File: src/verilog/ctl65_settings.svh
// Shared constants for the ctl65 sequencer.
// Include this file in any unit that needs the bus width, the opcode values
// or the register and source codes.
`ifndef CTL65_SETTINGS_SVH
`define CTL65_SETTINGS_SVH

`define CTL65_DATA_W    8           // Data bus width

// Decoded opcodes
`define OP_LDA_IMM      8'hA9       // LDA #IMM
`define OP_LDA_ZP       8'hA5       // LDA ZP
`define OP_LDA_ZPX      8'hB5       // LDA ZP,X
`define OP_LDA_ABS      8'hAD       // LDA ABS
`define OP_LDA_ABSX     8'hBD       // LDA ABS,X
`define OP_LDA_ABSY     8'hB9       // LDA ABS,Y
`define OP_LDA_INDX     8'hA1       // LDA (ZP,X)
`define OP_LDA_INDZ     8'hB2       // LDA (ZP)
`define OP_LDA_INDY     8'hB1       // LDA (ZP),Y
`define OP_LDX_IMM      8'hA2       // LDX #IMM
`define OP_LDX_ZPY      8'hB6       // LDX ZP,Y
`define OP_LDY_IMM      8'hA0       // LDY #IMM
`define OP_INX          8'hE8       // INX
`define OP_DEX          8'hCA       // DEX
`define OP_BRA          8'h80       // BRA rel
`define OP_JMP_ABS      8'h4C       // JMP ABS
`define OP_JMP_IND      8'h6C       // JMP (IND)
`define OP_JMP_INDX     8'h7C       // JMP (IND,X)

// Register file destinations
`define REG_X           2'd0
`define REG_Y           2'd1
`define REG_A           2'd2
`define REG_S           2'd3

// Register file sources, Z and M land on the same read port
`define SRC_X           4'd0
`define SRC_Y           4'd1
`define SRC_Z           4'd7        // Zero offset
`define SRC_M           4'd7        // Memory operand

`endif

File: src/verilog/ctl65_pkg.sv
// Types shared by the ctl65 units: sequencer states, the held instruction
// fields and the three control words handed to the datapath.
`default_nettype none

package ctl65_pkg;

    // Sequencer states, codes kept from the full core
    typedef enum logic [5:0] {
        INIT = 6'd0,
        SYNC = 6'd1,                        // Opcode fetch
        BACK = 6'd2,                        // Operand read, back to PC
        IMM0 = 6'd3,
        IND0 = 6'd4,
        IND1 = 6'd5,
        ABS0 = 6'd7,
        ABS1 = 6'd8,
        ZERO = 6'd9,
        IND2 = 6'd10,
        COND = 6'd28                        // Branch offset
    } state_t;

    // Fields latched at fetch
    typedef struct packed {
        logic       ld;                     // Write register at next fetch
        logic [1:0] dst;
        logic [3:0] src;
        logic [6:0] alu;                    // shift, add, carry
        logic       add_x;                  // Index with X
        logic       add_y;                  // Index with Y
        logic       jmp;                    // Address is a jump target
        logic       ind;                    // One more indirection
    } instr_t;

    // Address path modes in use
    typedef enum logic [3:0] {
        AB_KEEP   = 4'd0,                   // AB unchanged
        AB_PC     = 4'd1,                   // AB from PC
        AB_ABS_PC = 4'd2,                   // {DB, AHL+XYZ}, PC <= AB+1
        AB_ZP_PC  = 4'd3,                   // {00, DB+XYZ}, PC <= AB+1
        AB_INC_PC = 4'd4,                   // AB+1, PC <= AB
        AB_BRANCH = 4'd7,                   // AB + offset + 1
        AB_ABS    = 4'd10,                  // {DB, AHL+XYZ}, keep PC
        AB_INC    = 4'd12                   // AB+1, keep PC
    } ab_mode_t;

    typedef struct packed {
        logic [6:0] iph_abh;
        logic [1:0] abl_sel;
        logic [1:0] abl_src;
        logic       abl_ci;
    } ab_op_t;

    typedef struct packed {
        logic       write;
        logic [1:0] dst;
        logic [3:0] src;
    } reg_op_t;

    typedef struct packed {
        logic       ldm;                    // Load memory operand
        logic       bcd;
        logic [1:0] shift;
        logic [2:0] add;
        logic [1:0] carry;
    } alu_op_t;

endpackage

`default_nettype wire

File: src/verilog/opcode_decode.sv
// Opcode decode. Matches the data bus byte during fetch, gives the sequencer
// its entry state and latches the instruction fields for the following states.
`timescale 1ns/1ns
`default_nettype none
`include "ctl65_settings.svh"

module opcode_decode (
    input  logic                     clk,
    input  logic                     rst_n,
    input  logic                     rdy,
    input  logic                     sync,
    input  ctl65_pkg::state_t        state,
    input  logic [`CTL65_DATA_W-1:0] db,
    output ctl65_pkg::instr_t        instr,
    output ctl65_pkg::state_t        entry
);

    localparam logic [6:0] ALU_PASS = 7'b00_011_00;    // ADD with no carry, passes M
    localparam logic [6:0] ALU_INC  = 7'b00_100_01;    // + 1
    localparam logic [6:0] ALU_DEC  = 7'b00_101_00;    // - 1
    localparam logic [6:0] ALU_NONE = 7'b11_111_11;    // Unused code

    ctl65_pkg::instr_t dec;                            // Fields for the byte on db

    // First state after SYNC
    always_comb begin
        case (db)
            `OP_LDA_IMM, `OP_LDX_IMM, `OP_LDY_IMM:
                entry = ctl65_pkg::IMM0;
            `OP_LDA_ZP, `OP_LDA_ZPX, `OP_LDX_ZPY:
                entry = ctl65_pkg::ZERO;
            `OP_LDA_ABS, `OP_LDA_ABSX, `OP_LDA_ABSY,
            `OP_JMP_ABS, `OP_JMP_IND, `OP_JMP_INDX:
                entry = ctl65_pkg::ABS0;
            `OP_LDA_INDX, `OP_LDA_INDZ, `OP_LDA_INDY:
                entry = ctl65_pkg::IND0;
            `OP_BRA:
                entry = ctl65_pkg::COND;
            default:
                entry = ctl65_pkg::SYNC;               // Acts as a one-cycle NOP
        endcase
    end

    always_comb begin
        dec     = '0;                                  // No write-back by default
        dec.dst = `REG_X;
        dec.src = `SRC_Z;
        dec.alu = ALU_NONE;
        case (db)
            `OP_LDA_IMM, `OP_LDA_ZP, `OP_LDA_ZPX, `OP_LDA_ABS, `OP_LDA_ABSX,
            `OP_LDA_ABSY, `OP_LDA_INDX, `OP_LDA_INDZ, `OP_LDA_INDY: begin
                dec.ld  = 1'b1;                        // A <= M
                dec.dst = `REG_A;
                dec.src = `SRC_M;
                dec.alu = ALU_PASS;
            end
            `OP_LDX_IMM, `OP_LDX_ZPY: begin
                dec.ld  = 1'b1;                        // X <= M
                dec.dst = `REG_X;
                dec.src = `SRC_M;
                dec.alu = ALU_PASS;
            end
            `OP_LDY_IMM: begin
                dec.ld  = 1'b1;                        // Y <= M
                dec.dst = `REG_Y;
                dec.src = `SRC_M;
                dec.alu = ALU_PASS;
            end
            `OP_INX, `OP_DEX: begin
                dec.ld  = 1'b1;                        // X <= X +/- 1
                dec.dst = `REG_X;
                dec.src = `SRC_X;
                dec.alu = (db == `OP_INX) ? ALU_INC : ALU_DEC;
            end
            default: ;
        endcase
        dec.add_x = db inside {`OP_LDA_ZPX, `OP_LDA_ABSX, `OP_LDA_INDX, `OP_JMP_INDX};
        dec.add_y = db inside {`OP_LDA_INDY, `OP_LDX_ZPY, `OP_LDA_ABSY};
        dec.jmp   = db inside {`OP_JMP_ABS, `OP_JMP_IND, `OP_JMP_INDX};
        dec.ind   = db inside {`OP_JMP_IND, `OP_JMP_INDX};
    end

    always_ff @(posedge clk or negedge rst_n) begin
        if (!rst_n) begin
            instr <= '0;
        end else if (rdy) begin
            if (sync) begin
                instr <= dec;                          // Capture on leaving SYNC
            end else if (state == ctl65_pkg::ABS1) begin
                instr.ind   <= 1'b0;                   // Indirect pass taken once
                instr.add_x <= 1'b0;                   // X added to pointer only
            end
        end
    end

endmodule

`default_nettype wire

File: src/verilog/cpu_sequencer.sv
// State register of the sequencer. Walks the states of the current
// addressing mode and flags the opcode fetch cycle on sync.
`timescale 1ns/1ns
`default_nettype none

module cpu_sequencer (
    input  logic               clk,
    input  logic               rst_n,
    input  logic               rdy,
    input  ctl65_pkg::state_t  entry,
    input  ctl65_pkg::instr_t  instr,
    output ctl65_pkg::state_t  state,
    output logic               sync
);

    ctl65_pkg::state_t state_nxt;

    always_comb begin
        case (state)
            ctl65_pkg::INIT: state_nxt = ctl65_pkg::SYNC;
            ctl65_pkg::SYNC: state_nxt = entry;        // From decode
            ctl65_pkg::IMM0: state_nxt = ctl65_pkg::SYNC;
            ctl65_pkg::COND: state_nxt = ctl65_pkg::SYNC;
            ctl65_pkg::ZERO: state_nxt = ctl65_pkg::BACK;
            ctl65_pkg::ABS0: state_nxt = ctl65_pkg::ABS1;
            ctl65_pkg::ABS1: begin
                if (instr.ind)
                    state_nxt = ctl65_pkg::ABS0;       // Fetch the pointed address
                else if (instr.jmp)
                    state_nxt = ctl65_pkg::SYNC;       // Jump target on AB
                else
                    state_nxt = ctl65_pkg::BACK;
            end
            ctl65_pkg::IND0: state_nxt = ctl65_pkg::IND1;
            ctl65_pkg::IND1: state_nxt = ctl65_pkg::IND2;
            ctl65_pkg::IND2: state_nxt = ctl65_pkg::BACK;
            ctl65_pkg::BACK: state_nxt = ctl65_pkg::SYNC;
            default:         state_nxt = ctl65_pkg::SYNC;
        endcase
    end

    // Held while rdy is low
    always_ff @(posedge clk or negedge rst_n) begin
        if (!rst_n)
            state <= ctl65_pkg::INIT;
        else if (rdy)
            state <= state_nxt;
    end

    assign sync = (state == ctl65_pkg::SYNC);

endmodule

`default_nettype wire

File: src/verilog/address_control.sv
// Address path control. Each state selects one of the AB modes and the
// mode expands into the iph_abh, abl_sel, abl_src and abl_ci controls.
`timescale 1ns/1ns
`default_nettype none
`include "ctl65_settings.svh"

module address_control (
    input  ctl65_pkg::state_t        state,
    input  logic                     cond,
    input  logic [`CTL65_DATA_W-1:0] db,
    output ctl65_pkg::ab_op_t        ab_op
);

    ctl65_pkg::ab_mode_t mode;
    logic                back;

    assign back = cond & db[`CTL65_DATA_W-1];          // Taken, negative offset

    always_comb begin
        case (state)
            ctl65_pkg::INIT: mode = ctl65_pkg::AB_KEEP;
            ctl65_pkg::SYNC: mode = ctl65_pkg::AB_INC_PC;
            ctl65_pkg::IMM0: mode = ctl65_pkg::AB_INC_PC;
            ctl65_pkg::ABS0: mode = ctl65_pkg::AB_INC_PC;
            ctl65_pkg::ABS1: mode = ctl65_pkg::AB_ABS_PC;
            ctl65_pkg::IND0: mode = ctl65_pkg::AB_ZP_PC;
            ctl65_pkg::ZERO: mode = ctl65_pkg::AB_ZP_PC;
            ctl65_pkg::IND1: mode = ctl65_pkg::AB_INC;     // Pointer high byte
            ctl65_pkg::IND2: mode = ctl65_pkg::AB_ABS;
            ctl65_pkg::BACK: mode = ctl65_pkg::AB_PC;      // Return to program
            ctl65_pkg::COND: mode = ctl65_pkg::AB_BRANCH;
            default:         mode = ctl65_pkg::AB_KEEP;
        endcase
    end

    always_comb begin
        ab_op.abl_sel = mode[1:0];                     // ABL mux select
        ab_op.abl_ci  = mode[2];                       // ABL carry in
        case (mode)
            ctl65_pkg::AB_PC: begin
                ab_op.iph_abh = 7'b000_1010;
                ab_op.abl_src = 2'b10;
            end
            ctl65_pkg::AB_ABS_PC: begin
                ab_op.iph_abh = 7'b111_1110;           // Store PC
                ab_op.abl_src = 2'b01;
            end
            ctl65_pkg::AB_ZP_PC: begin
                ab_op.iph_abh = 7'b111_0000;           // ABH forced to 00
                ab_op.abl_src = 2'b01;
            end
            ctl65_pkg::AB_INC_PC: begin
                ab_op.iph_abh = 7'b011_0110;
                ab_op.abl_src = 2'b11;
            end
            ctl65_pkg::AB_BRANCH: begin
                // FF high offset when going back, 00 otherwise
                ab_op.iph_abh = back ? 7'b011_0111 : 7'b011_0110;
                ab_op.abl_src = 2'b11;
            end
            ctl65_pkg::AB_ABS: begin
                ab_op.iph_abh = 7'b001_1110;           // Keep PC
                ab_op.abl_src = 2'b01;
            end
            default: begin
                ab_op.iph_abh = 7'b001_0110;           // Keep and increment
                ab_op.abl_src = 2'b11;
            end
        endcase
    end

endmodule

`default_nettype wire

File: src/verilog/datapath_control.sv
// Register file and ALU control words, decoded per state from the fields
// that opcode_decode holds for the running instruction.
`timescale 1ns/1ns
`default_nettype none
`include "ctl65_settings.svh"

module datapath_control (
    input  ctl65_pkg::state_t  state,
    input  ctl65_pkg::instr_t  instr,
    output ctl65_pkg::reg_op_t reg_op,
    output ctl65_pkg::alu_op_t alu_op
);

    localparam logic [8:0] ALU_LDM  = 9'b1_0_00_000_00;    // Load M
    localparam logic [8:0] ALU_IDLE = 9'b0_0_00_000_00;

    // Index register read for address calculation
    always_comb begin
        reg_op = {1'b0, `REG_X, `SRC_Z};               // Zero offset, no write
        case (state)
            ctl65_pkg::IND0: begin
                if (instr.add_x)
                    reg_op.src = `SRC_X;               // (ZP,X)
            end
            ctl65_pkg::IND2: begin
                if (instr.add_y)
                    reg_op.src = `SRC_Y;               // (ZP),Y
            end
            ctl65_pkg::ZERO, ctl65_pkg::ABS1: begin
                if (instr.add_x)
                    reg_op.src = `SRC_X;
                else if (instr.add_y)
                    reg_op.src = `SRC_Y;
            end
            ctl65_pkg::SYNC:
                reg_op = {instr.ld, instr.dst, instr.src};  // Write-back of last op
            default: ;
        endcase
    end

    always_comb begin
        case (state)
            ctl65_pkg::IMM0: alu_op = ALU_LDM;
            ctl65_pkg::BACK: alu_op = ALU_LDM;
            ctl65_pkg::SYNC: alu_op = {2'b00, instr.alu};
            default:         alu_op = ALU_IDLE;
        endcase
    end

endmodule

`default_nettype wire

File: src/verilog/ctl65_top.sv
// Top of the ctl65 control unit. Connects decode, sequencer, address control
// and datapath control; all output words follow the registered state.
`timescale 1ns/1ns
`default_nettype none
`include "ctl65_settings.svh"

module ctl65_top (
    input  logic                     clk,
    input  logic                     rst_n,
    input  logic                     rdy,               // Stall when low
    input  logic                     cond,              // Branch taken
    input  logic [`CTL65_DATA_W-1:0] db,
    output logic                     sync,              // Opcode fetch
    output ctl65_pkg::ab_op_t        ab_op,
    output ctl65_pkg::reg_op_t       reg_op,
    output ctl65_pkg::alu_op_t       alu_op
);

    ctl65_pkg::instr_t instr;                          // Held fields
    ctl65_pkg::state_t entry;                          // State after SYNC
    ctl65_pkg::state_t state;

    opcode_decode u_decode (
        .clk   (clk),
        .rst_n (rst_n),
        .rdy   (rdy),
        .sync  (sync),
        .state (state),
        .db    (db),
        .instr (instr),
        .entry (entry)
    );

    cpu_sequencer u_seq (
        .clk   (clk),
        .rst_n (rst_n),
        .rdy   (rdy),
        .entry (entry),
        .instr (instr),
        .state (state),
        .sync  (sync)
    );

    address_control u_addr (
        .state (state),
        .cond  (cond),
        .db    (db),
        .ab_op (ab_op)
    );

    datapath_control u_dp (
        .state  (state),
        .instr  (instr),
        .reg_op (reg_op),
        .alu_op (alu_op)
    );

endmodule

`default_nettype wire

File: config.mk
export PLATFORM = sky130hd
export DESIGN_NAME = ctl65_top
export DESIGN_NICKNAME = d
export VERILOG_FILES = /design/src/verilog/ctl65_pkg.sv /design/src/verilog/opcode_decode.sv /design/src/verilog/cpu_sequencer.sv /design/src/verilog/address_control.sv /design/src/verilog/datapath_control.sv /design/src/verilog/ctl65_top.sv
export VERILOG_INCLUDE_DIRS = /design/src /design/src/verilog
export SDC_FILE = /design/constraint.sdc
export NUM_CORES = 1
export LEC_CHECK = 0
export ABC_CLOCK_PERIOD_IN_PS = 1850
export CORE_AREA = 2 2 65 67
export CTS_CLUSTER_DIAMETER = 30
export DETAILED_ROUTE_END_ITERATION = 10
export DIE_AREA = 0 0 67 69
export DONT_BUFFER_PORTS = 1
export GPL_TIMING_DRIVEN = 0
export SLEW_MARGIN = 20
export SYNTH_ARGS = -nofsm -noshare
export SYNTH_HDL_FRONTEND = slang
export SYNTH_SLANG_ARGS = --single-unit
File: constraint.sdc
create_clock -name clk -period 1.85 [get_ports clk]
set_clock_uncertainty 0.05 [all_clocks]
set_input_delay 0.0925 -clock clk [delete_from_list [all_inputs] [get_ports clk]]
set_output_delay 0.0925 -clock clk [all_outputs]
set_load 0.05 [all_outputs]
==> metrics.cfg <==
[run_status]
status = complete, but fails checks
violations = negative hold slack, negative setup slack

[sta]
finalHoldViolCount = 1
finalWorstSetupSlack_ps = -237
slew_headroom_pct = 48.9
report.final.setup_viol = 9
rsz0062_at_grt = true
worst-slew-pin-transition_ps = 763
period_share_pct = 113
fmax_ghz = 0.479
slew_violations = 0
worst_hold_slack_ps = -5.16
finalSetupTns_ps = -667
min_period_ps = 2090

[synthesis]
yosysUniqueCellTypes = 59
synthFlopType = dfrtp_1
seq_area_frac_synth_pct = 27.8
synthCells = 195
async_flop_share_pct = 100
synth_area_per_cell_sq_um = 7.83
syn_area_sq_um = 1530
synth-seq-cells = 17
synth_edf_count = 0
ys_warn_count = 0

[cts]
clk_path_buf_depth = 2
cts_tree = built
htree_num_levels = 1
clk_latency_ps = 260
clkSinkCount = 17
clockRootBuffer = clkbuf_8
clk_pin_slew_worst_paths_ps = 70
cts_buffers = 3

[routing]
vias = 1552
via_per_inst = 5.71
dr.pass1.iters = 4
wl_um = 4560
wl_per_cell_um = 16.8
ant_nets = 0
drt_first_iter_violations = 75
drc = 0

[setup_path]
critPathMostFrequentCell = buf_6
crit_chain = nor3_4, buf_6, and3_4, a211o_1, o21bai_4, buf_6
crit_arrival_ps = 1940
ff2ff_path_depth = 8
crit_slowest_cell = dfrtp_2
slowest_delay_ps = 470
startpoint_type = flip-flop
reg2reg_to = u_seq.state[0]
crit_type = flip-flop to output port
reg2reg_setup_slack_ps = 70
critical_path.top_delay_family = simple AND/OR/NAND/NOR gates
worst-path-max-fanout = 6
reg2reg_from = u_seq.state[1]
cp-end-kind = output port
required_ps = 1710
cp_num_buf_inv = 2

[global_route]
gr-usage-met3_pct = 1.96
grt_max_degree = 18
use_met2_pct = 29.8
use_met1_pct = 28.1
overflow = 0
antenna_found_initial = 0
grt_pass1_wl_um = 7080
grt.busiest_layer = met2
grt_pass1_vias = 1412
track_usage_pct = 19.6

[die]
io_pins = 41
die_h_um = 69
rows = 23
die_w_um = 67
fp.coreArea_sq_um = 3910
initial_core_util_pct = 39.0
die_area_sq_um = 4620

[place]
gp_congestion = 0.841
dp_hpwl_um = 3030
placed_cells_incl_taps = 246
placed_area_sq_um = 1630
pre_cts_slack_ps = -381
numPortBuffers = 0

[final_layout]
final_nets = 235
diodes = 0
regArea_sq_um = 428
fillers = 373
utilization_pct = 55.8
fin_cells = 272
drive_gt1_share_pct = 43.7
syn2layout_area_growth_pct = 42.8
multi_input_area_sq_um = 1240
stdcell_area_sq_um = 2180

[pwr]
pwr_density_cell_nw_per_um2 = 1410
ir_drop_v = 0.000508
p_total_mw = 3.08
leakage_nw = 0.878

[run]
max_cap_violations = 0

[min_path]
hp-class = primary input to flip-flop
whs_path_depth = 3
min-delay-start = db[7]
min_to = u_decode.instr[1]

Yosys cell counts, types with 4 or more instances:
| library cell | instances | share of area [%] |
|---|---|---|
| a21oi_1 | 4 | 1.3 |
| nand3_1 | 6 | 2.0 |
| buf_4 | 5 | 2.5 |
| nor2b_1 | 8 | 3.3 |
| dfrtp_1 | 17 | 28 |
| a31oi_1 | 5 | 2.0 |
| buf_2 | 12 | 3.9 |
| nand2_1 | 18 | 4.4 |
| nand2b_1 | 9 | 3.7 |
| o21ai_0 | 15 | 4.9 |
| clkbuf_1 | 5 | 1.2 |
| nor3_1 | 6 | 2.0 |
| nor2_1 | 12 | 2.9 |
| and3_1 | 9 | 3.7 |
worst min-delay path, cell delays in order:
cell and delay [ps]:
nor2b_1 40, nand3_1 70, o21ai_0 60
registers in the layout, indices dropped and copies added, names as in the netlist:
| signal | count |
|---|---|
| u_decode.instr | 12 |
| u_seq.state | 5 |
worst max path at each step:
stage	from	end	slack, ps	cells past startpoint
2_1_floorplan	u_seq.state[1]	reg_op[2]	-220	7
3_3_place_gp	u_seq.state[1]	reg_op[2]	-370	7
3_5_place_dp	u_seq.state[1]	reg_op[2]	-380	7
4_1_cts	u_seq.state[3]	reg_op[2]	-240	7
5_1_grt	u_seq.state[3]	reg_op[2]	-300	7
6_report	u_seq.state[4]	reg_op[2]	-240	6
power by group:
part | switching (mW) | total [mW] | internal (mW)
Clock | 0.141 | 0.293 | 0.152
Combinational | 1.53 | 2.30 | 0.775
Sequential | 0.0430 | 0.488 | 0.445
layout make-up:
class,instances,area share (%)
flip-flops and latches,17,19.6
multi-input cells,154,57.1
clock buffers,3,1.89
plain buffers,23,9.17
clock inverters,1,0.344
repair buffers,22,8.54
well taps,50,2.87
inverters,2,0.516
cell usage in the layout, fill, tap and decap left out, types with 5 or more instances in the layout:
| master | instances |
|---|---|
| buf_6 | 13 |
| and3_2 | 6 |
| nand2b_1 | 5 |
| nand2_1 | 16 |
| dfrtp_1 | 15 |
| buf_4 | 20 |
| nand3_1 | 5 |
| o21ai_0 | 10 |
| nor2_1 | 10 |
| nor2b_1 | 5 |
layer usage:
metal / vias up / wire length (um) / share of wire, %
met2: 41 / 2230 / 49
met5: - / 0 / 0
met4: 0 / 89 / 2.0
met1: 747 / 2060 / 45
met3: 6 / 184 / 4.0
li1: 758 / - / -
kinds of logic after synthesis:
| kind of cell | Yosys count | share of synthesized area (%) |
|---|---|---|
| xor gates and xnor gates | 3 | 1.72 |
| other | 1 | 0.245 |
| buffers and inverters | 25 | 8.85 |
| and+or+nand+nor | 93 | 34.9 |
| DFF | 17 | 27.8 |
| muxes | 3 | 2.37 |
| AOI/OAI and AO/OA | 53 | 24.1 |
timing repair:
| action | in CTS | in global routing |
|---|---|---|
| buffers inserted | 11 | 11 |
| pin swaps | 10 | 10 |
| gates resized for setup | 58 | 28 |
| endpoints found under the hold margin | 17 | 0 |
| hold buffers | 1 | 0 |
| endpoints found under the setup margin | 27 | 28 |
Note: power is estimated with default switching activity, not from simulation.
